**src/qbridge_consts.svh**
```systemverilog
////////////////////////////////////////
// Register bridge constants
// Widths, host offsets, Qbus addresses, bit positions
////////////////////////////////////////
`ifndef QBRIDGE_CONSTS_SVH
`define QBRIDGE_CONSTS_SVH

// Widths
`define QB_DATA_W   16              // One register word
`define QB_DAL_W    16              // Qbus data/address lines used here
`define QB_HOST_AW  3               // Host word address

// Host word addresses
`define QB_HOST_IP  3'd0
`define QB_HOST_SA  3'd1
`define QB_HOST_CT  3'd2

// Qbus I/O page addresses, decoded on bits 12:1
`define QB_QADDR_IP 16'o172150
`define QB_QADDR_SA 16'o172152

// Control and flag bit positions
`define QB_CT_CLEARSA 12            // Host IP read also clears SA address
`define QB_FLAG_IPRD  0
`define QB_FLAG_IPWR  1
`define QB_FLAG_SARD  2
`define QB_FLAG_SAWR  3

`endif

```
**src/qbridgePkg.sv**
```systemverilog
////////////////////////////////////////
// Shared types of the register bridge
////////////////////////////////////////
`default_nettype none

`include "qbridge_consts.svh"

package qbridgePkg;

    ////////////////////////////////////////
    // Request decode

    // Target register of a request
    typedef enum logic [1:0]
    {
        regNone,                    // Unmapped, reads zero, no effect
        regIp,
        regSa,
        regCt
    } regSelT;

    // Issuer of a request
    typedef enum logic
    {
        srcHost,
        srcQbus
    } reqSrcT;

    ////////////////////////////////////////
    // Data

    typedef logic [`QB_DATA_W-1:0] wordT;   // One register word

endpackage

`default_nettype wire

```
**src/regBusIf.sv**
```systemverilog
////////////////////////////////////////
// Register request/response interface
////////////////////////////////////////
`timescale 1ns/1ps
`default_nettype none

interface regBusIf;

    import qbridgePkg::*;

    logic       req;                // One cycle request pulse
    logic       write;              // 1 = write, 0 = read
    regSelT     sel;                // Target register
    logic [1:0] byteEn;             // Lane enables, bit 1 = high byte
    wordT       wrData;
    wordT       rdData;             // Valid with done
    reqSrcT     src;                // Set by arbiter on bank side
    logic       done;               // One cycle after req

    // Issuer side
    modport requester
    (
        output req, write, sel, byteEn, wrData, src,
        input  rdData, done
    );

    // Answering side
    modport responder
    (
        input  req, write, sel, byteEn, wrData, src,
        output rdData, done
    );

endinterface

`default_nettype wire

```
**src/hostPort.sv**
```systemverilog
////////////////////////////////////////
// Host bus port
// Address decode, read data hold, done
////////////////////////////////////////
`timescale 1ns/1ps
`default_nettype none

`include "qbridge_consts.svh"

module hostPort
(
    input  logic                   BRPLYf,
    input  logic                   F_IP_read_enable,
    input  logic                   hostStrobe,          // One cycle access pulse
    input  logic                   hostWrite,
    input  logic [`QB_HOST_AW-1:0] hostAddr,            // Word address
    input  logic [1:0]             hostByteEn,
    input  qbridgePkg::wordT       hostWrData,
    output qbridgePkg::wordT       hostRdData,          // Last read value
    output logic                   hostDone,
    regBusIf.requester             bus
);

    import qbridgePkg::*;

    logic pendingRead;              // Outstanding access is a read

    // Request goes out in the strobe cycle itself
    assign bus.req    = hostStrobe;
    assign bus.write  = hostWrite;
    assign bus.byteEn = hostByteEn;
    assign bus.wrData = hostWrData;

    // Word address to register
    always_comb
    begin
        case (hostAddr)
            `QB_HOST_IP: bus.sel = hostWrite ? regNone : regIp;  // IP is read-only to host
            `QB_HOST_SA: bus.sel = regSa;
            `QB_HOST_CT: bus.sel = regCt;
            default:     bus.sel = regNone;
        endcase
    end

    assign hostDone = bus.done;

    always_ff @(posedge BRPLYf or posedge F_IP_read_enable)
    begin
        if (F_IP_read_enable)
        begin
            pendingRead <= 1'b0;
            hostRdData  <= '0;
        end
        else
        begin
            if (hostStrobe)
                pendingRead <= !hostWrite;
            if (bus.done && pendingRead)
                hostRdData <= bus.rdData;   // Held until next read completes
        end
    end

endmodule

`default_nettype wire

```
**src/qbusSlave.sv**
```systemverilog
////////////////////////////////////////
// Qbus slave for IP and SA
// Address latch, strobe edges, reply, data drive
////////////////////////////////////////
`timescale 1ns/1ps
`default_nettype none

`include "qbridge_consts.svh"

module qbusSlave
(
    input  logic                 BRPLYf,
    input  logic                 F_IP_read_enable,
    input  logic                 qSync,
    input  logic                 qDin,
    input  logic                 qDout,
    input  logic                 qBs7,                  // I/O page
    input  logic                 qWtbt,                 // High = word write
    input  logic [`QB_DAL_W-1:0] qDalIn,                // Inverted lines
    output logic [`QB_DAL_W-1:0] qDalOut,               // Inverted lines
    output logic                 qDalOe,
    output logic                 qReply,
    regBusIf.requester           bus
);

    import qbridgePkg::*;

    localparam logic [`QB_DAL_W-1:0] ipAddr = `QB_QADDR_IP;
    localparam logic [`QB_DAL_W-1:0] saAddr = `QB_QADDR_SA;

    logic [`QB_DAL_W-1:0] addrTrue;   // Bus address, true polarity
    logic qSyncS;
    logic qDinS, qDinD;             // Two samples for edge detect
    logic qDoutS, qDoutD;
    logic ipSel, saSel, oddByte;    // Latched at address phase
    logic rdRise, wrRise;
    logic readCycle;
    wordT rdHold;

    assign addrTrue = ~qDalIn;
    assign rdRise   = qDinS && !qDinD;
    assign wrRise   = qDoutS && !qDoutD;

    ////////////////////////////////////////
    // Strobe sampling and address phase

    always_ff @(posedge BRPLYf or posedge F_IP_read_enable)
    begin
        if (F_IP_read_enable)
        begin
            qSyncS  <= 1'b0;
            qDinS   <= 1'b0;
            qDinD   <= 1'b0;
            qDoutS  <= 1'b0;
            qDoutD  <= 1'b0;
            ipSel   <= 1'b0;
            saSel   <= 1'b0;
            oddByte <= 1'b0;
        end
        else
        begin
            qSyncS <= qSync;
            qDinS  <= qDin;
            qDinD  <= qDinS;
            qDoutS <= qDout;
            qDoutD <= qDoutS;
            if (qSync && !qSyncS)       // First cycle of SYNC
            begin
                ipSel   <= qBs7 && (addrTrue[12:1] == ipAddr[12:1]);
                saSel   <= qBs7 && (addrTrue[12:1] == saAddr[12:1]);
                oddByte <= addrTrue[0];
            end
        end
    end

    ////////////////////////////////////////
    // Register request

    assign bus.req    = (rdRise || wrRise) && (ipSel || saSel);   // Only when selected
    assign bus.write  = wrRise;
    assign bus.sel    = ipSel ? regIp : (saSel ? regSa : regNone);
    assign bus.wrData = ~qDalIn;
    // Word write uses both lanes, byte write picks by address bit 0
    assign bus.byteEn = (!wrRise || qWtbt) ? 2'b11 : (oddByte ? 2'b10 : 2'b01);

    // Reply held while the strobe persists
    always_ff @(posedge BRPLYf or posedge F_IP_read_enable)
    begin
        if (F_IP_read_enable)
        begin
            qReply    <= 1'b0;
            readCycle <= 1'b0;
        end
        else
        begin
            qReply <= (qReply || bus.done) && (qDin || qDout);
            if (bus.req)
                readCycle <= !bus.write;
        end
    end

    always_ff @(posedge BRPLYf)
    begin
        if (bus.done && readCycle)
            rdHold <= ipSel ? '0 : bus.rdData;  // IP reads as zero
    end

    assign qDalOe  = qReply && readCycle;
    assign qDalOut = qDalOe ? ~rdHold : '0;     // Bus data is inverted

endmodule

`default_nettype wire

```
**src/regArbiter.sv**
```systemverilog
////////////////////////////////////////
// Fixed-priority arbiter, Qbus first
// One-entry hold slot for the host
////////////////////////////////////////
`timescale 1ns/1ps
`default_nettype none

module regArbiter
(
    input  logic        BRPLYf,
    input  logic        F_IP_read_enable,
    regBusIf.responder  hostBus,
    regBusIf.responder  qBus,
    regBusIf.requester  bankBus
);

    import qbridgePkg::*;

    logic       holdValid;          // Host request parked
    logic       holdWrite;
    regSelT     holdSel;
    logic [1:0] holdByteEn;
    wordT       holdWrData;
    reqSrcT     inFlightSrc;        // Owner of the pending done

    ////////////////////////////////////////
    // Forward path

    always_comb
    begin
        bankBus.req = qBus.req || holdValid || hostBus.req;
        if (qBus.req)               // Qbus always wins
        begin
            bankBus.write  = qBus.write;
            bankBus.sel    = qBus.sel;
            bankBus.byteEn = qBus.byteEn;
            bankBus.wrData = qBus.wrData;
            bankBus.src    = srcQbus;
        end
        else if (holdValid)
        begin
            bankBus.write  = holdWrite;
            bankBus.sel    = holdSel;
            bankBus.byteEn = holdByteEn;
            bankBus.wrData = holdWrData;
            bankBus.src    = srcHost;
        end
        else
        begin
            bankBus.write  = hostBus.write;
            bankBus.sel    = hostBus.sel;
            bankBus.byteEn = hostBus.byteEn;
            bankBus.wrData = hostBus.wrData;
            bankBus.src    = srcHost;
        end
    end

    always_ff @(posedge BRPLYf or posedge F_IP_read_enable)
    begin
        if (F_IP_read_enable)
        begin
            holdValid   <= 1'b0;
            inFlightSrc <= srcHost;
        end
        else
        begin
            // Park on collision, release once Qbus is idle
            holdValid <= holdValid ? qBus.req : (qBus.req && hostBus.req);
            if (bankBus.req)
                inFlightSrc <= bankBus.src;
        end
    end

    // Hold slot payload
    always_ff @(posedge BRPLYf)
    begin
        if (qBus.req && hostBus.req && !holdValid)
        begin
            holdWrite  <= hostBus.write;
            holdSel    <= hostBus.sel;
            holdByteEn <= hostBus.byteEn;
            holdWrData <= hostBus.wrData;
        end
    end

    ////////////////////////////////////////
    // Return path, only to the issuer

    assign hostBus.done   = bankBus.done && (inFlightSrc == srcHost);
    assign qBus.done      = bankBus.done && (inFlightSrc == srcQbus);
    assign hostBus.rdData = (inFlightSrc == srcHost) ? bankBus.rdData : '0;
    assign qBus.rdData    = (inFlightSrc == srcQbus) ? bankBus.rdData : '0;

endmodule

`default_nettype wire

```
**src/regBank.sv**
```systemverilog
////////////////////////////////////////
// IP/SA/CT register bank
// Flags, read-and-clear, interrupt
////////////////////////////////////////
`timescale 1ns/1ps
`default_nettype none

`include "qbridge_consts.svh"

module regBank
(
    input  logic        BRPLYf,
    input  logic        F_IP_read_enable,
    output logic        irq,            // Any flag set
    regBusIf.responder  bus
);

    import qbridgePkg::*;

    wordT saStatus;                 // Written by host, read by Qbus
    wordT saAddress;                // Written by Qbus, read by host
    wordT control;
    logic ipRead, ipWritten, saRead, saWritten;
    wordT flagWord;
    wordT readValue;
    logic fromHost;

    // Byte lane merge
    function automatic wordT mergeBytes(input wordT oldWord, input wordT newWord,
                                        input logic [1:0] be);
        wordT result;
        result = oldWord;
        if (be[0])
            result[7:0] = newWord[7:0];
        if (be[1])
            result[`QB_DATA_W-1:8] = newWord[`QB_DATA_W-1:8];
        return result;
    endfunction

    assign fromHost = (bus.src == srcHost);
    assign irq      = ipRead || ipWritten || saRead || saWritten;

    ////////////////////////////////////////
    // Read mux

    always_comb
    begin
        flagWord = '0;
        flagWord[`QB_FLAG_IPRD] = ipRead;
        flagWord[`QB_FLAG_IPWR] = ipWritten;
        flagWord[`QB_FLAG_SARD] = saRead;
        flagWord[`QB_FLAG_SAWR] = saWritten;
        readValue = '0;             // regNone and Qbus IP read zero
        if (!bus.write)
        begin
            case (bus.sel)
                regIp: if (fromHost) readValue = flagWord;
                regSa: readValue = fromHost ? saAddress : saStatus;
                regCt: if (fromHost) readValue = control;
                default: readValue = '0;
            endcase
        end
    end

    always_ff @(posedge BRPLYf)
    begin
        if (bus.req)
            bus.rdData <= readValue;    // Valid together with done
    end

    ////////////////////////////////////////
    // Register update

    always_ff @(posedge BRPLYf or posedge F_IP_read_enable)
    begin
        if (F_IP_read_enable)
        begin
            saStatus  <= '0;
            saAddress <= '0;
            control   <= '0;
            ipRead    <= 1'b0;
            ipWritten <= 1'b0;
            saRead    <= 1'b0;
            saWritten <= 1'b0;
            bus.done  <= 1'b0;
        end
        else
        begin
            bus.done <= bus.req;
            if (bus.req && fromHost)
            begin
                if (bus.write && bus.sel == regSa)
                    saStatus <= mergeBytes(saStatus, bus.wrData, bus.byteEn);
                else if (bus.write && bus.sel == regCt)
                    control <= mergeBytes(control, bus.wrData, bus.byteEn);
                else if (!bus.write && bus.sel == regIp)
                begin
                    // Read of IP clears all flags
                    ipRead    <= 1'b0;
                    ipWritten <= 1'b0;
                    saRead    <= 1'b0;
                    saWritten <= 1'b0;
                    if (control[`QB_CT_CLEARSA])
                        saAddress <= '0;
                end
            end
            else if (bus.req)           // Qbus side
            begin
                if (bus.write && bus.sel == regIp)
                begin
                    ipWritten <= 1'b1;  // Controller init
                    saStatus  <= '0;
                    control   <= '0;
                end
                else if (bus.write && bus.sel == regSa)
                begin
                    saAddress <= mergeBytes(saAddress, bus.wrData, bus.byteEn);
                    saWritten <= 1'b1;
                end
                else if (!bus.write && bus.sel == regIp)
                    ipRead <= 1'b1;     // Poll
                else if (!bus.write && bus.sel == regSa)
                    saRead <= 1'b1;
            end
        end
    end

endmodule

`default_nettype wire

```
**src/qbridgeTop.sv**
```systemverilog
////////////////////////////////////////
// Register bridge top level
// Host port, Qbus slave, arbiter, bank
////////////////////////////////////////
`timescale 1ns/1ps
`default_nettype none

`include "qbridge_consts.svh"

module qbridgeTop
(
    input  logic                   BRPLYf,              // Clock
    input  logic                   F_IP_read_enable,    // Async reset
    // Host bus
    input  logic                   hostStrobe,
    input  logic                   hostWrite,
    input  logic [`QB_HOST_AW-1:0] hostAddr,
    input  logic [1:0]             hostByteEn,
    input  logic [`QB_DATA_W-1:0]  hostWrData,
    output logic [`QB_DATA_W-1:0]  hostRdData,
    output logic                   hostDone,
    // Qbus slave
    input  logic                   qSync,
    input  logic                   qDin,
    input  logic                   qDout,
    input  logic                   qBs7,
    input  logic                   qWtbt,
    input  logic [`QB_DAL_W-1:0]   qDalIn,              // Inverted
    output logic [`QB_DAL_W-1:0]   qDalOut,             // Inverted
    output logic                   qDalOe,
    output logic                   qReply,
    output logic                   irq                  // To host
);

    regBusIf hostBus ();            // Host port to arbiter
    regBusIf qBus ();               // Qbus slave to arbiter
    regBusIf bankBus ();            // Arbiter to bank

    hostPort i_hostPort
    (
        .BRPLYf           (BRPLYf),
        .F_IP_read_enable (F_IP_read_enable),
        .hostStrobe       (hostStrobe),
        .hostWrite        (hostWrite),
        .hostAddr         (hostAddr),
        .hostByteEn       (hostByteEn),
        .hostWrData       (hostWrData),
        .hostRdData       (hostRdData),
        .hostDone         (hostDone),
        .bus              (hostBus.requester)
    );

    qbusSlave i_qbusSlave
    (
        .BRPLYf           (BRPLYf),
        .F_IP_read_enable (F_IP_read_enable),
        .qSync            (qSync),
        .qDin             (qDin),
        .qDout            (qDout),
        .qBs7             (qBs7),
        .qWtbt            (qWtbt),
        .qDalIn           (qDalIn),
        .qDalOut          (qDalOut),
        .qDalOe           (qDalOe),
        .qReply           (qReply),
        .bus              (qBus.requester)
    );

    regArbiter i_regArbiter
    (
        .BRPLYf           (BRPLYf),
        .F_IP_read_enable (F_IP_read_enable),
        .hostBus          (hostBus.responder),
        .qBus             (qBus.responder),
        .bankBus          (bankBus.requester)
    );

    regBank i_regBank
    (
        .BRPLYf           (BRPLYf),
        .F_IP_read_enable (F_IP_read_enable),
        .irq              (irq),
        .bus              (bankBus.responder)
    );

endmodule

`default_nettype wire

```
**config.mk**
```make
export PLATFORM = sky130hd
export DESIGN_NAME = qbridgeTop
export DESIGN_NICKNAME = d
export VERILOG_FILES = /design/src/qbridgePkg.sv /design/src/regBusIf.sv /design/src/hostPort.sv /design/src/qbusSlave.sv /design/src/regArbiter.sv /design/src/regBank.sv /design/src/qbridgeTop.sv
export VERILOG_INCLUDE_DIRS = /design/src /design/src/src
export SDC_FILE = /design/constraint.sdc
export NUM_CORES = 1
export LEC_CHECK = 0
export BUFFER_PORTS_ARGS = -buffer_cell sky130_fd_sc_hd__buf_4
export CAP_MARGIN = 15
export CORE_MARGIN = 2
export CORE_UTILIZATION = 45
export CTS_CLUSTER_DIAMETER = 200
export DETAILED_ROUTE_END_ITERATION = 6
export GPL_ROUTABILITY_DRIVEN = 0
export GPL_TIMING_DRIVEN = 1
export HOLD_SLACK_MARGIN = 0.1
export PLACE_DENSITY = 0.72
export SYNTH_ARGS = -nofsm -noshare
export SYNTH_HDL_FRONTEND = slang
export SYNTH_SLANG_ARGS = --single-unit
```
**constraint.sdc**
```tcl
create_clock -name BRPLYf -period 3.6 [get_ports BRPLYf]
set_clock_uncertainty 0.2 [all_clocks]
set_input_delay 0.54 -clock BRPLYf [delete_from_list [all_inputs] [get_ports BRPLYf]]
set_output_delay 0.54 -clock BRPLYf [all_outputs]
set_load 0.005 [all_outputs]
```
==> impl_results.md, run 1 <==
* Clk buf depth at 2
* Post-synthesis adder-cell area fraction at 0%
* Hold WC Path Type: primary input to flip-flop
* Largest net degree at the start of global routing at 35
* Final HPWL DP at 9650 microns
* VDD IR-drop max at 0.000361 V
* Critical path arrival at 3.06 ns
* Slew headroom at 46.2%
* Hold Path Stages at 1
* Wire length of the first global-routing pass at 21700 microns
* Post-synth net total at 532
* Resize count post-CTS at 0
* Total grt overflow at 0
* PD cells at 508 mW/mm^2
* Met3 WL at 716 microns
* Worst path most repeated cell: mux2_2
* Synth Register Bits at 135
* Simple-gate share of the synthesized area at 13.4%
* DRC Markers at 0
* Diodes inserted at 0
* Synth unique cells at 43
* Peak Freq at 338 MHz
* Largest family of logic cells by synthesized area: multiplexers
* Fin. Hold Viols at 0
* Root buf cell: clkbuf_16
* Finished Layout Cells at 772
* Clk sinks at 135
* Routed vias at 4174
* P&R area growth vs syn at 24.8%
* Met1 wire length at 6270 microns
* Placed Cells at 735
* Post-CTS setup buffer count at 0
* Setup crit end kind: flip-flop
* Leading area contributor after synthesis: dfrtp_1
* Slew of the pin with the lowest slew margin at 0.806 ns
* Status: complete, no violations
* Crit path largest cell delay at 0.67 ns
* Largest cells by area after synthesis: dfrtp_1 (34%), edfxtp_1 (26%), mux2_2 (9.2%), mux2i_1 (5.0%), and2_1 (2.9%)
* Setup crit start kind: flip-flop
* Overall Global Routing Usage at 19.9%
* Nets at 629
* RSZ-0062 raised after global routing: no
* Synth warnings at 0
* Initial antenna violation count at 0
* # fillers at 1113
* Clock transition at path regs at 0.06 ns
* Synth Cell Area at 0.00601 sq mm
* Most common cell in the synthesized netlist: dfrtp_1
* Initial Utilization at 45.8%
* Port Buffers at 81
* I/O pin count at 82
* WL met2 at 6060 microns
* Post-synth EDFFs at 53
* Slowest library cell on the worst path: nor4_4
* Die ar. at 0.0143 sq mm
* Num rows at 42
* CTS Buf Count at 17
* Ratio of cells with drive above 1 in the final layout at 30.5%
* Setup tns final at 0 ns
* Routed vias/inst at 5.41
* Tcrit/Tclk final at 82.2%
* Tmin final at 2.96 ns
* Max-slew violations at 0
* DRT Pass-1 Iters at 5
* Setup Viol. Count Final at 0
* Sequential share of the synthesized area at 60.6%
* Worst EP required at 3.70 ns
* Post-synthesis compound-gate area fraction at 10.0%
* Synth Area in XOR/XNOR at 0.146%
* Yosys top cell area share at 34.1%
* TritonCTS clock tree: yes
* Die span in x at 120 microns
* Final WL at 13300 microns
* Asr flop ratio synth at 60.7%
* Highest routing layer actually used: met4
* Detail Route Antenna Nets at 0
* Crit Path Max Fanout at 12
* Leak at 3.17 nW
* CP cell instances: buf_4 > mux2_2 > nor3_2 > a31oi_1 > nor4_4 > mux2_2
* DP Area at 0.00687 sq mm
* Synth Area per Inst at 12.4 sq um
* Post-synthesis mux area share at 14.2%
* Die Height at 120 microns
* # Max-Cap Violations at 0
* Initial drt markers at 208
* Wire per inst at 17.2 microns
* Syn Inst Count at 486
* Worst Reg-to-Reg Cells at 6
* Clk_lat worst skew at 0.42 ns
* Top_reg_cell synth: dfrtp_1
* Worst Setup Path Type: flip-flop to flip-flop
* Post-route cell area at 0.00750 sq mm
* Core region area at 0.0131 sq mm
* Commonest cells post-synth: dfrtp_1 (82), edfxtp_1 (53), mux2_2 (49)
* Vias in the first global route at 4164
* H-tree depth at 4
==> sequential cells by signal, summed over array words and instances (netlist names), 2 cells and up <==
name                     flops
i_regBank.saAddress         16
i_regArbiter.holdSel         2
i_regBank.bus.rdData        16
i_qbusSlave.rdHold          16
i_hostPort.hostRdData       16
i_regArbiter.holdWrData     16
i_regArbiter.holdByteEn      2
i_regBank.control           16
i_regBank.saStatus          16
==> power breakdown <==
part	internal (W)	switching (W)	total [W]
sequential	0.00172	0.0000748	0.00180
clock	0.00105	0.000600	0.00165
combinational	0.000195	0.000165	0.000361
==> logic make-up after synthesis <==
logic type             Yosys count
flip-flops                     135
AND/OR/NAND/NOR                155
multiplexers                    79
buffers and inverters           26
XOR/XNOR                         1
AO/OA/AOI/OAI                   90
==> per-layer routing <==
layer  up-vias  track usage [%]
met2       149             30.4
met4         0             8.16
li1       1977                -
met5         -                0
met3        22             4.71
met1      2026             27.4
==> worst paths after layout <==
check | from | endpoint | slack [ns]
max in group asynchronous | F_IP_read_enable | i_regBank.saAddress[14]$_DFFE_PP0P_ | 1.92
min in group asynchronous | F_IP_read_enable | i_hostPort.hostRdData[1]$_DFFE_PP0P_ | 0.49
max | i_regArbiter.holdValid$_DFF_PP0_ | i_regBank.saAddress[4]$_DFFE_PP0P_ | 0.64
min reg2reg | i_qbusSlave.qDoutS$_DFF_PP0_ | i_qbusSlave.qDoutD$_DFF_PP0_ | 0.23
min | hostWrData[9] | i_regArbiter.holdWrData[9]$_DFFE_PP_ | 0.11
max reg2reg | i_regArbiter.holdValid$_DFF_PP0_ | i_regBank.saAddress[4]$_DFFE_PP0P_ | 0.64
==> placed cells by master, fill, tap and decap left out, types with 2 or more instances in the layout <==
master and instances:
buf_4 93, dfrtp_1 82, edfxtp_1 53, mux2_2 49, nor2_1 41, nand2_1 35, o21ai_0 32, mux2i_1 30
and2_1 28, o2bb2ai_1 20, nand3_1 19, clkbuf_16 17, a21oi_1 14, clkbuf_8 6, nor2b_1 5, inv_1 5
a31oi_1 5, dlygate4sd3_1 5, nand2b_1 4, o21a_1 4, nor4_1 4, and3_1 4, clkinv_2 4, o21ai_1 3
nand4b_1 3, nor3_1 2, nor3b_1 2, nor4_4 2, clkinvlp_4 2
==> cell type report <==
type | instances | area (sq um) | area share [%]
tap | 176 | 220 | 2.93
clock buffer | 24 | 512 | 6.82
sequential | 135 | 3640 | 48.6
multi-input combinational | 325 | 2290 | 30.5
clock inverter | 8 | 68.8 | 0.917
inverter | 6 | 22.5 | 0.300
timing repair buffer | 98 | 748 | 9.97
==> worst max-delay path, delay by kind of cell (launching register included) <==
| kind | cells | cell delay, ns |
|---|---|---|
| AND/OR/NAND/NOR | 2 | 0.79 |
| multiplexers | 2 | 0.77 |
| flip-flops | 1 | 0.61 |
| buffers and inverters | 1 | 0.27 |
| AO/OA/AOI/OAI | 1 | 0.20 |
==> per-stage QoR <==
step	setup WS [ns]	hold slack [ns]	total power [W]	util [%]
2_1_floorplan	0.151	0.168	0.00200	-
3_3_place_gp	0.609	0.188	0.00216	52.3
3_5_place_dp	0.580	0.189	0.00218	52.3
4_1_cts	0.649	0.103	0.00384	57.1
5_1_grt	0.445	0.105	0.00396	57.1
6_report	0.640	0.112	0.00381	57.1
==> what timing repair did <==
item,4_1_cts,5_1_grt
endpoints found under the setup margin,0,0
hold endpoints to repair,22,0
hold buffers,5,0
No activity file was read; power rests on OpenSTA's default activity.
==> run 2: changes to the inputs <==
--- a/config.mk
+++ b/config.mk
@@ -15,7 +15,7 @@
 export GPL_ROUTABILITY_DRIVEN = 0
 export GPL_TIMING_DRIVEN = 1
 export HOLD_SLACK_MARGIN = 0.1
-export PLACE_DENSITY = 0.72
+export PLACE_DENSITY = 0.7
 export SYNTH_ARGS = -nofsm -noshare
 export SYNTH_HDL_FRONTEND = slang
 export SYNTH_SLANG_ARGS = --single-unit
==> constraint.sdc (replaced) <==
create_clock -name BRPLYf -period 2.85 [get_ports BRPLYf]
set_clock_uncertainty 0.2 [all_clocks]
set_input_delay 0.4275 -clock BRPLYf [delete_from_list [all_inputs] [get_ports BRPLYf]]
set_output_delay 0.4275 -clock BRPLYf [all_outputs]
set_load 0.005 [all_outputs]
==> run 2 against run 1 <==
  * Cell count is 4.8% higher
  * Via count rose by 3.5%
  * Die area is the same
  * Critical endpoint is now i_regBank.saStatus[6]$_DFFE_PP0P_
  * Sequential share of layout area fell by 2.5 points
  * Highest routed layer unchanged
==> impl_results.md, run 2 (synthesis results as in run 1) <==
* Utilization of the core after routing at 60.2% (was 57.1%)
* Initial Utilization at 45.8% (unchanged)
* Total grt overflow at 0 (unchanged)
* TritonCTS clock tree: yes (unchanged)
* Clk pwr share at 46.1% (was 43.3%)
* Routed vias at 4321 (was 4174)
* Setup crit end kind: flip-flop (unchanged)
* Num rows at 42 (unchanged)
* # Max-Cap Violations at 0 (unchanged)
* Routed vias/inst at 5.34 (was 5.41)
* RSZ-0062 raised after global routing: no (unchanged)
* Crit Path Max Fanout at 15 (was 12)
* Ratio of cells with drive above 1 in the final layout at 31.3% (was 30.5%)
* Die ar. at 0.0143 sq mm (unchanged)
* Wire per inst at 17.0 microns (was 17.2 microns)
* Crit. Startpoint: i_regArbiter.holdValid$_DFF_PP0_ (unchanged)
* PD cells at 647 mW/mm^2 (was 508 mW/mm^2)
* Initial drt markers at 285 (was 208)
* Tcrit/Tclk final at 94.1% (was 82.2%)
* Die span in x at 120 microns (unchanged)
* Final HPWL DP at 9860 microns (was 9650 microns)
* Clk sinks at 135 (unchanged)
* Vias in the first global route at 4482 (was 4164)
* Slew headroom at 49.8% (was 46.2%)
* Nets at 666 (was 629)
* Setup crit start kind: flip-flop (unchanged)
* Fin. Hold Viols at 0 (unchanged)
* Largest net degree at the start of global routing at 57 (was 35)
* Leak at 3.37 nW (was 3.17 nW)
* Die Height at 120 microns (unchanged)
* Worst path most repeated cell: buf_4 (was mux2_2)
* Commonest cells after routing, fill and taps aside: buf_4 (108), dfrtp_1 (82), edfxtp_1 (53) (was buf_4 (93), dfrtp_1 (82), edfxtp_1 (53))
* Slew of the pin with the lowest slew margin at 0.752 ns (was 0.806 ns)
* DRC Markers at 0 (unchanged)
* CP cell instances: buf_4 > mux2i_1 > nor2_1 > a31oi_2 > buf_4 > mux2_2 (was buf_4 > mux2_2 > nor3_2 > a31oi_1 > nor4_4 > mux2_2)
* Sw Ratio at 21.5% (was 22.1%)
* Commonest non-fill, non-tap cell in the layout: buf_4 (unchanged)
* Worst Reg-to-Reg Cells at 6 (unchanged)
* P_sw at 0.00110 W (was 0.000840 W)
* Area of the multi-input gates at 0.00229 sq mm (unchanged)
* Pint at 0.00402 W (was 0.00297 W)
* Wire length of the first global-routing pass at 22700 microns (was 21700 microns)
* P&R area growth vs syn at 31.6% (was 24.8%)
* # fillers at 1084 (was 1113)
* Register area at 0.00364 sq mm (unchanged)
* Diodes inserted at 0 (unchanged)
* Tmin final at 2.68 ns (was 2.96 ns)
* Overall Global Routing Usage at 20.6% (was 19.9%)
* Peak Freq at 373 MHz (was 338 MHz)
* Clock transition at path regs at 0.05 ns (was 0.06 ns)
* VDD IR-drop max at 0.000381 V (was 0.000361 V)
* Fin Hold WS at 0.125 ns (was 0.112 ns)
* CTS Buf Count at 17 (unchanged)
* Detail Route Antenna Nets at 0 (unchanged)
* Flop pwr share at 44.2% (was 47.2%)
* Port Buffers at 81 (unchanged)
* Status: complete, no violations (unchanged)
* Critical path arrival at 2.78 ns (was 3.06 ns)
* Core region area at 0.0131 sq mm (unchanged)
* Flop2flop setup slack at 0.17 ns (was 0.64 ns)
* H-tree depth at 4 (unchanged)
* Clk buf depth at 2 (unchanged)
* Worst R2R End: i_regBank.saStatus[6]$_DFFE_PP0P_ (was i_regBank.saAddress[4]$_DFFE_PP0P_)
* Worst Setup Path Type: flip-flop to flip-flop (unchanged)
* Worst reg2reg path startpoint: i_regArbiter.holdValid$_DFF_PP0_ (unchanged)
* Crit path largest cell delay at 0.57 ns (was 0.67 ns)
* Hold WC Path Type: primary input to flip-flop (unchanged)
* Setup Viol. Count Final at 0 (unchanged)
* Slowest library cell on the worst path: mux2i_1 (was nor4_4)
* Root buf cell: clkbuf_16 (unchanged)
* Worst setup endpoint: i_regBank.saStatus[6]$_DFFE_PP0P_ (was i_regBank.saAddress[4]$_DFFE_PP0P_)
* I/O pin count at 82 (unchanged)
* Initial antenna violation count at 0 (unchanged)
* Worst EP required at 2.95 ns (was 3.70 ns)
* DRT Pass-1 Iters at 4 (was 5)
* Logic gate share of total power at 9.7% (was 9.5%)
* Final WL at 13800 microns (was 13300 microns)
* Max-slew violations at 0 (unchanged)
* Clk_lat worst skew at 0.42 ns (about the same)
-- run 2: cell count changes in the layout (fill, tap and decap cells not counted) --
| cell | previous run | this run |
|---|---|---|
| buf_12 | 0 | 1 |
| clkinv_4 | 0 | 3 |
| clkbuf_8 | 6 | 1 |
| buf_4 | 93 | 108 |
| dlygate4sd3_1 | 5 | 26 |
| clkinvlp_4 | 2 | 1 |
| bufinv_16 | 1 | 5 |
| inv_2 | 1 | 0 |
-- run 2: worst max-delay path: cells and delay by family, from the launching register on --
family | cells | cell delay, ns
compound gates | 1 | 0.21
mux | 2 | 0.92
flops | 1 | 0.54
simple gates | 1 | 0.13
buf+inv | 2 | 0.55
-- run 2: what timing repair did --
| action | 4_1_cts | 5_1_grt |
|---|---|---|
| hold buffers | 26 | 0 |
| buffers inserted | 0 | 1 |
| endpoints found under the setup margin | 0 | 6 |
| endpoints found under the hold margin | 53 | 0 |
| resized for setup | 0 | 0 |
-- run 2: how the worst min path moves through the flow --
stage | from | endpoint | slack [ns] | depth (start not counted)
finish | hostAddr[0] | i_regArbiter.holdSel[0]$_DFFE_PP_ | 0.13 | 2
global route | hostAddr[0] | i_regArbiter.holdSel[0]$_DFFE_PP_ | 0.12 | 2
CTS | hostAddr[0] | i_regArbiter.holdSel[0]$_DFFE_PP_ | 0.11 | 2
detailed placement | i_qbusSlave.qDinS$_DFF_PP0_ | i_qbusSlave.qDinD$_DFF_PP0_ | 0.19 | 0
global placement | i_qbusSlave.qDoutS$_DFF_PP0_ | i_qbusSlave.qDoutD$_DFF_PP0_ | 0.18 | 0
floorplan | i_qbusSlave.qDinS$_DFF_PP0_ | i_qbusSlave.qDinD$_DFF_PP0_ | 0.17 | 0
-- run 2: final cells by class --
| type | instances | area share [%] |
|---|---|---|
| Sequential cell | 135 | 46.0 |
| Multi-Input combinational cell | 325 | 28.9 |
| Timing Repair Buffer | 135 | 13.8 |
| Clock buffer | 19 | 5.60 |
| Tap cell | 176 | 2.78 |
| Clock inverter | 13 | 2.56 |
| Inverter | 6 | 0.300 |
-- run 2: layer usage --
layer / global-route usage [%] / part of all wire [%] / vias up / wire length [microns]
li1: - / - / 2058 / -
met5: 0 / 0 / - / 0
met1: 27.3 / 45 / 2100 / 6140
met2: 32.5 / 48 / 139 / 6550
met4: 9.41 / 2.3 / 0 / 322
met3: 4.80 / 5.4 / 24 / 739
-- run 2: through the flow --
stage          worst slack [ns]  cell area (sq um)  total power (W)  std cells  TNS (ns)
6_report                  0.169               7910          0.00512        809         0
5_1_grt                 0.00245               7910          0.00531        809         0
4_1_cts                   0.103               7910          0.00516        808         0
3_5_place_dp           -0.00540               7000          0.00277        750   -0.0120
3_3_place_gp             0.0563               7000          0.00274        750         0
2_1_floorplan             0.114               6020          0.00252        486         0
-- run 2: power by group through the flow --
stage	combinational [W]	sequential, W	clock (W)
2_1_floorplan	0.000250	0.00227	0
3_3_place_gp	0.000452	0.00229	0
3_5_place_dp	0.000470	0.00230	0
4_1_cts	0.000500	0.00227	0.00240
5_1_grt	0.000544	0.00228	0.00248
6_report	0.000495	0.00227	0.00236
==> run 3: changes to the inputs <==
--- a/config.mk
+++ b/config.mk
@@ -8,6 +8,7 @@
 export LEC_CHECK = 0
 export BUFFER_PORTS_ARGS = -buffer_cell sky130_fd_sc_hd__buf_4
 export CAP_MARGIN = 15
+export CORE_ASPECT_RATIO = 1.1
 export CORE_MARGIN = 2
 export CORE_UTILIZATION = 45
 export CTS_CLUSTER_DIAMETER = 200
==> run 3 against run 2 <==
  * Sequential power about the same
  * Via count decreased by 1.9%
  * Non-clock buffer count decreased by 3
  * Count of clock-buffer cells in the layout unchanged
  * Utilization decreased by 0.24 points
  * Die area about the same
  * Cell count decreased by 2.2%
  * Maximum frequency increased by 2.9%
  * Wire length increased by 0.31%
==> impl_results.md, run 3 (synthesis results as in run 1) <==
* Status: complete, no violations (unchanged)
* Setup tns final at 0 ns (unchanged)
* Worst reg2reg path startpoint: i_qbusSlave.qDoutS$_DFF_PP0_ (was i_regArbiter.holdValid$_DFF_PP0_)
* Die Height at 125 microns (was 120 microns)
* Slew of the pin with the lowest slew margin at 0.801 ns (was 0.752 ns)
* Tot Pwr at 0.00502 W (was 0.00512 W)
* Fin. Hold Viols at 0 (unchanged)
* Die ar. at 0.0143 sq mm (about the same)
* Clk_lat worst skew at 0.41 ns (was 0.42 ns)
* Root buf cell: clkbuf_16 (unchanged)
* Clock transition at path regs at 0.06 ns (was 0.05 ns)
* Port Buffers at 81 (unchanged)
* Setup crit start kind: flip-flop (unchanged)
* Slew headroom at 46.5% (was 49.8%)
* Hold Path Stages at 2 (unchanged)
* Core region area at 0.0131 sq mm (about the same)
* Routed vias at 4241 (was 4321)
* DRT Pass-1 Iters at 4 (unchanged)
* P&R area growth vs syn at 30.7% (was 31.6%)
* Peak Freq at 384 MHz (was 373 MHz)
* I/O pin count at 82 (unchanged)
* Worst EP required at 2.96 ns (was 2.95 ns)
* CTS Buf Count at 17 (unchanged)
* Commonest cells after routing, fill and taps aside: buf_4 (104), dfrtp_1 (82), edfxtp_1 (53) (was buf_4 (108), dfrtp_1 (82), edfxtp_1 (53))
* # Max-Cap Violations at 0 (unchanged)
* Commonest non-fill, non-tap cell in the layout: buf_4 (unchanged)
* Flop2flop setup slack at 0.25 ns (was 0.17 ns)
* WHS Endpoint: i_hostPort.pendingRead$_DFFE_PP0P_ (was i_regArbiter.holdSel[0]$_DFFE_PP_)
* PD cells at 638 mW/mm^2 (was 647 mW/mm^2)
* Overall Global Routing Usage at 20.6% (about the same)
* Clk buf depth at 2 (unchanged)
* Diodes inserted at 0 (unchanged)
* Wire length of the first global-routing pass at 22800 microns (was 22700 microns)
* Initial drt markers at 301 (was 285)
* Initial Utilization at 45.9% (was 45.8%)
* Resize count post-CTS at 0 (unchanged)
* Final HPWL DP at 9540 microns (was 9860 microns)
* Final WL at 13800 microns (about the same)
* Vias in the first global route at 4500 (was 4482)
* Tcrit/Tclk final at 91.4% (was 94.1%)
* Hold Crit Start: hostStrobe (was hostAddr[0])
* Largest net degree at the start of global routing at 58 (was 57)
* Setup Viol. Count Final at 0 (unchanged)
* Die span in x at 114 microns (was 120 microns)
* Slowest library cell on the worst path: nand4b_1 (was mux2i_1)
* Clk sinks at 135 (unchanged)
* VDD IR-drop max at 0.000370 V (was 0.000381 V)
* Critical path arrival at 2.72 ns (was 2.78 ns)
* CP cell instances: and2b_1 > o22ai_4 > buf_12 > nand2_1 > nor2_1 > nand4b_1 > o21ai_0 (was buf_4 > mux2i_1 > nor2_1 > a31oi_2 > buf_4 > mux2_2)
* Leak at 3.34 nW (was 3.37 nW)
* DRC Markers at 0 (unchanged)
* Worst Setup Path Type: flip-flop to flip-flop (unchanged)
* Max-slew violations at 0 (unchanged)
* Total grt overflow at 0 (unchanged)
* # fillers at 1057 (was 1084)
* Crit path largest cell delay at 0.41 ns (was 0.57 ns)
* Initial antenna violation count at 0 (unchanged)
* H-tree depth at 4 (unchanged)
* Worst Reg-to-Reg Cells at 7 (was 6)
* Hold WC Path Type: primary input to flip-flop (unchanged)
* Ratio of cells with drive above 1 in the final layout at 31.0% (was 31.3%)
* Area of the multi-input gates at 0.00229 sq mm (unchanged)
* Routed vias/inst at 5.36 (was 5.34)
* Wire per inst at 17.4 microns (was 17.0 microns)
* Tmin final at 2.60 ns (was 2.68 ns)
* Worst R2R End: i_regBank.control[15]$_DFFE_PP0P_ (was i_regBank.saStatus[6]$_DFFE_PP0P_)
* Nets at 663 (was 666)
* Crit Path Max Fanout at 57 (was 15)
* Setup crit end kind: flip-flop (unchanged)
* Num rows at 44 (was 42)
* RSZ-0062 raised after global routing: no (unchanged)
* Register area at 0.00364 sq mm (unchanged)
* Detail Route Antenna Nets at 0 (unchanged)
* TritonCTS clock tree: yes (unchanged)
## run 3: worst max-delay path: cells and delay by family (launching register included)
kind	cells	cell delay, ns
simple gates	4	1.14
buf+inv	1	0.29
compound gates	2	0.49
flops	1	0.39
## run 3: per-stage QoR
step | hold slack [ns] | setup WS, ns | util (%) | std cells | instance area (sq um)
finish | 0.133 | 0.246 | 60.0 | 791 | 7860
detailed placement | 0.189 | 0.0151 | 53.2 | 731 | 6980
floorplan | 0.168 | 0.114 | - | 486 | 6020
global route | 0.134 | 0.0599 | 60.0 | 791 | 7860
global placement | 0.187 | 0.0990 | 53.2 | 731 | 6980
CTS | 0.123 | 0.128 | 59.8 | 788 | 7840
## run 3: worst max path at each step
| stage | startpoint | endpoint | slack (ns) | depth (start not counted) |
|---|---|---|---|---|
| 6_report | i_qbusSlave.qDoutS$_DFF_PP0_ | i_regBank.control[15]$_DFFE_PP0P_ | 0.25 | 7 |
| 3_3_place_gp | hostAddr[0] | i_regBank.saAddress[15]$_DFFE_PP0P_ | 0.1 | 7 |
| 3_5_place_dp | hostWrite | i_regBank.saAddress[2]$_DFFE_PP0P_ | 0.02 | 7 |
| 5_1_grt | i_qbusSlave.qDoutS$_DFF_PP0_ | i_regBank.control[15]$_DFFE_PP0P_ | 0.06 | 7 |
| 4_1_cts | i_regArbiter.holdValid$_DFF_PP0_ | i_regBank.saAddress[0]$_DFFE_PP0P_ | 0.13 | 5 |
| 2_1_floorplan | F_IP_read_enable | i_hostPort.hostRdData[0]$_DFFE_PP0P_ | 0.11 | 1 |
## run 3: final cells by class
class	instances	area share (%)
sequential	135	46.4
multi-input combinational	325	29.1
timing repair buffer	132	13.9
clock buffer	19	5.51
tap	161	2.56
clock inverter	13	2.28
inverter	6	0.302
## run 3: power breakdown
group	switching, W	internal [W]
Clock	0.000806	0.00146
Combinational	0.000216	0.000277
Sequential	0.0000870	0.00217
## run 3: layer usage
layer | global-route usage (%) | routed length (microns) | vias to the layer above
met5 | 0 | 0 | -
met4 | 7.60 | 194 | 0
met3 | 4.07 | 861 | 17
met2 | 33.1 | 6760 | 139
met1 | 27.8 | 5980 | 2041
li1 | - | - | 2044
## run 3: what timing repair did
item | in CTS | in global routing
setup buffers | 0 | 2
setup endpoints to repair | 0 | 16
hold buffers | 25 | 0
endpoints found under the hold margin | 62 | 0
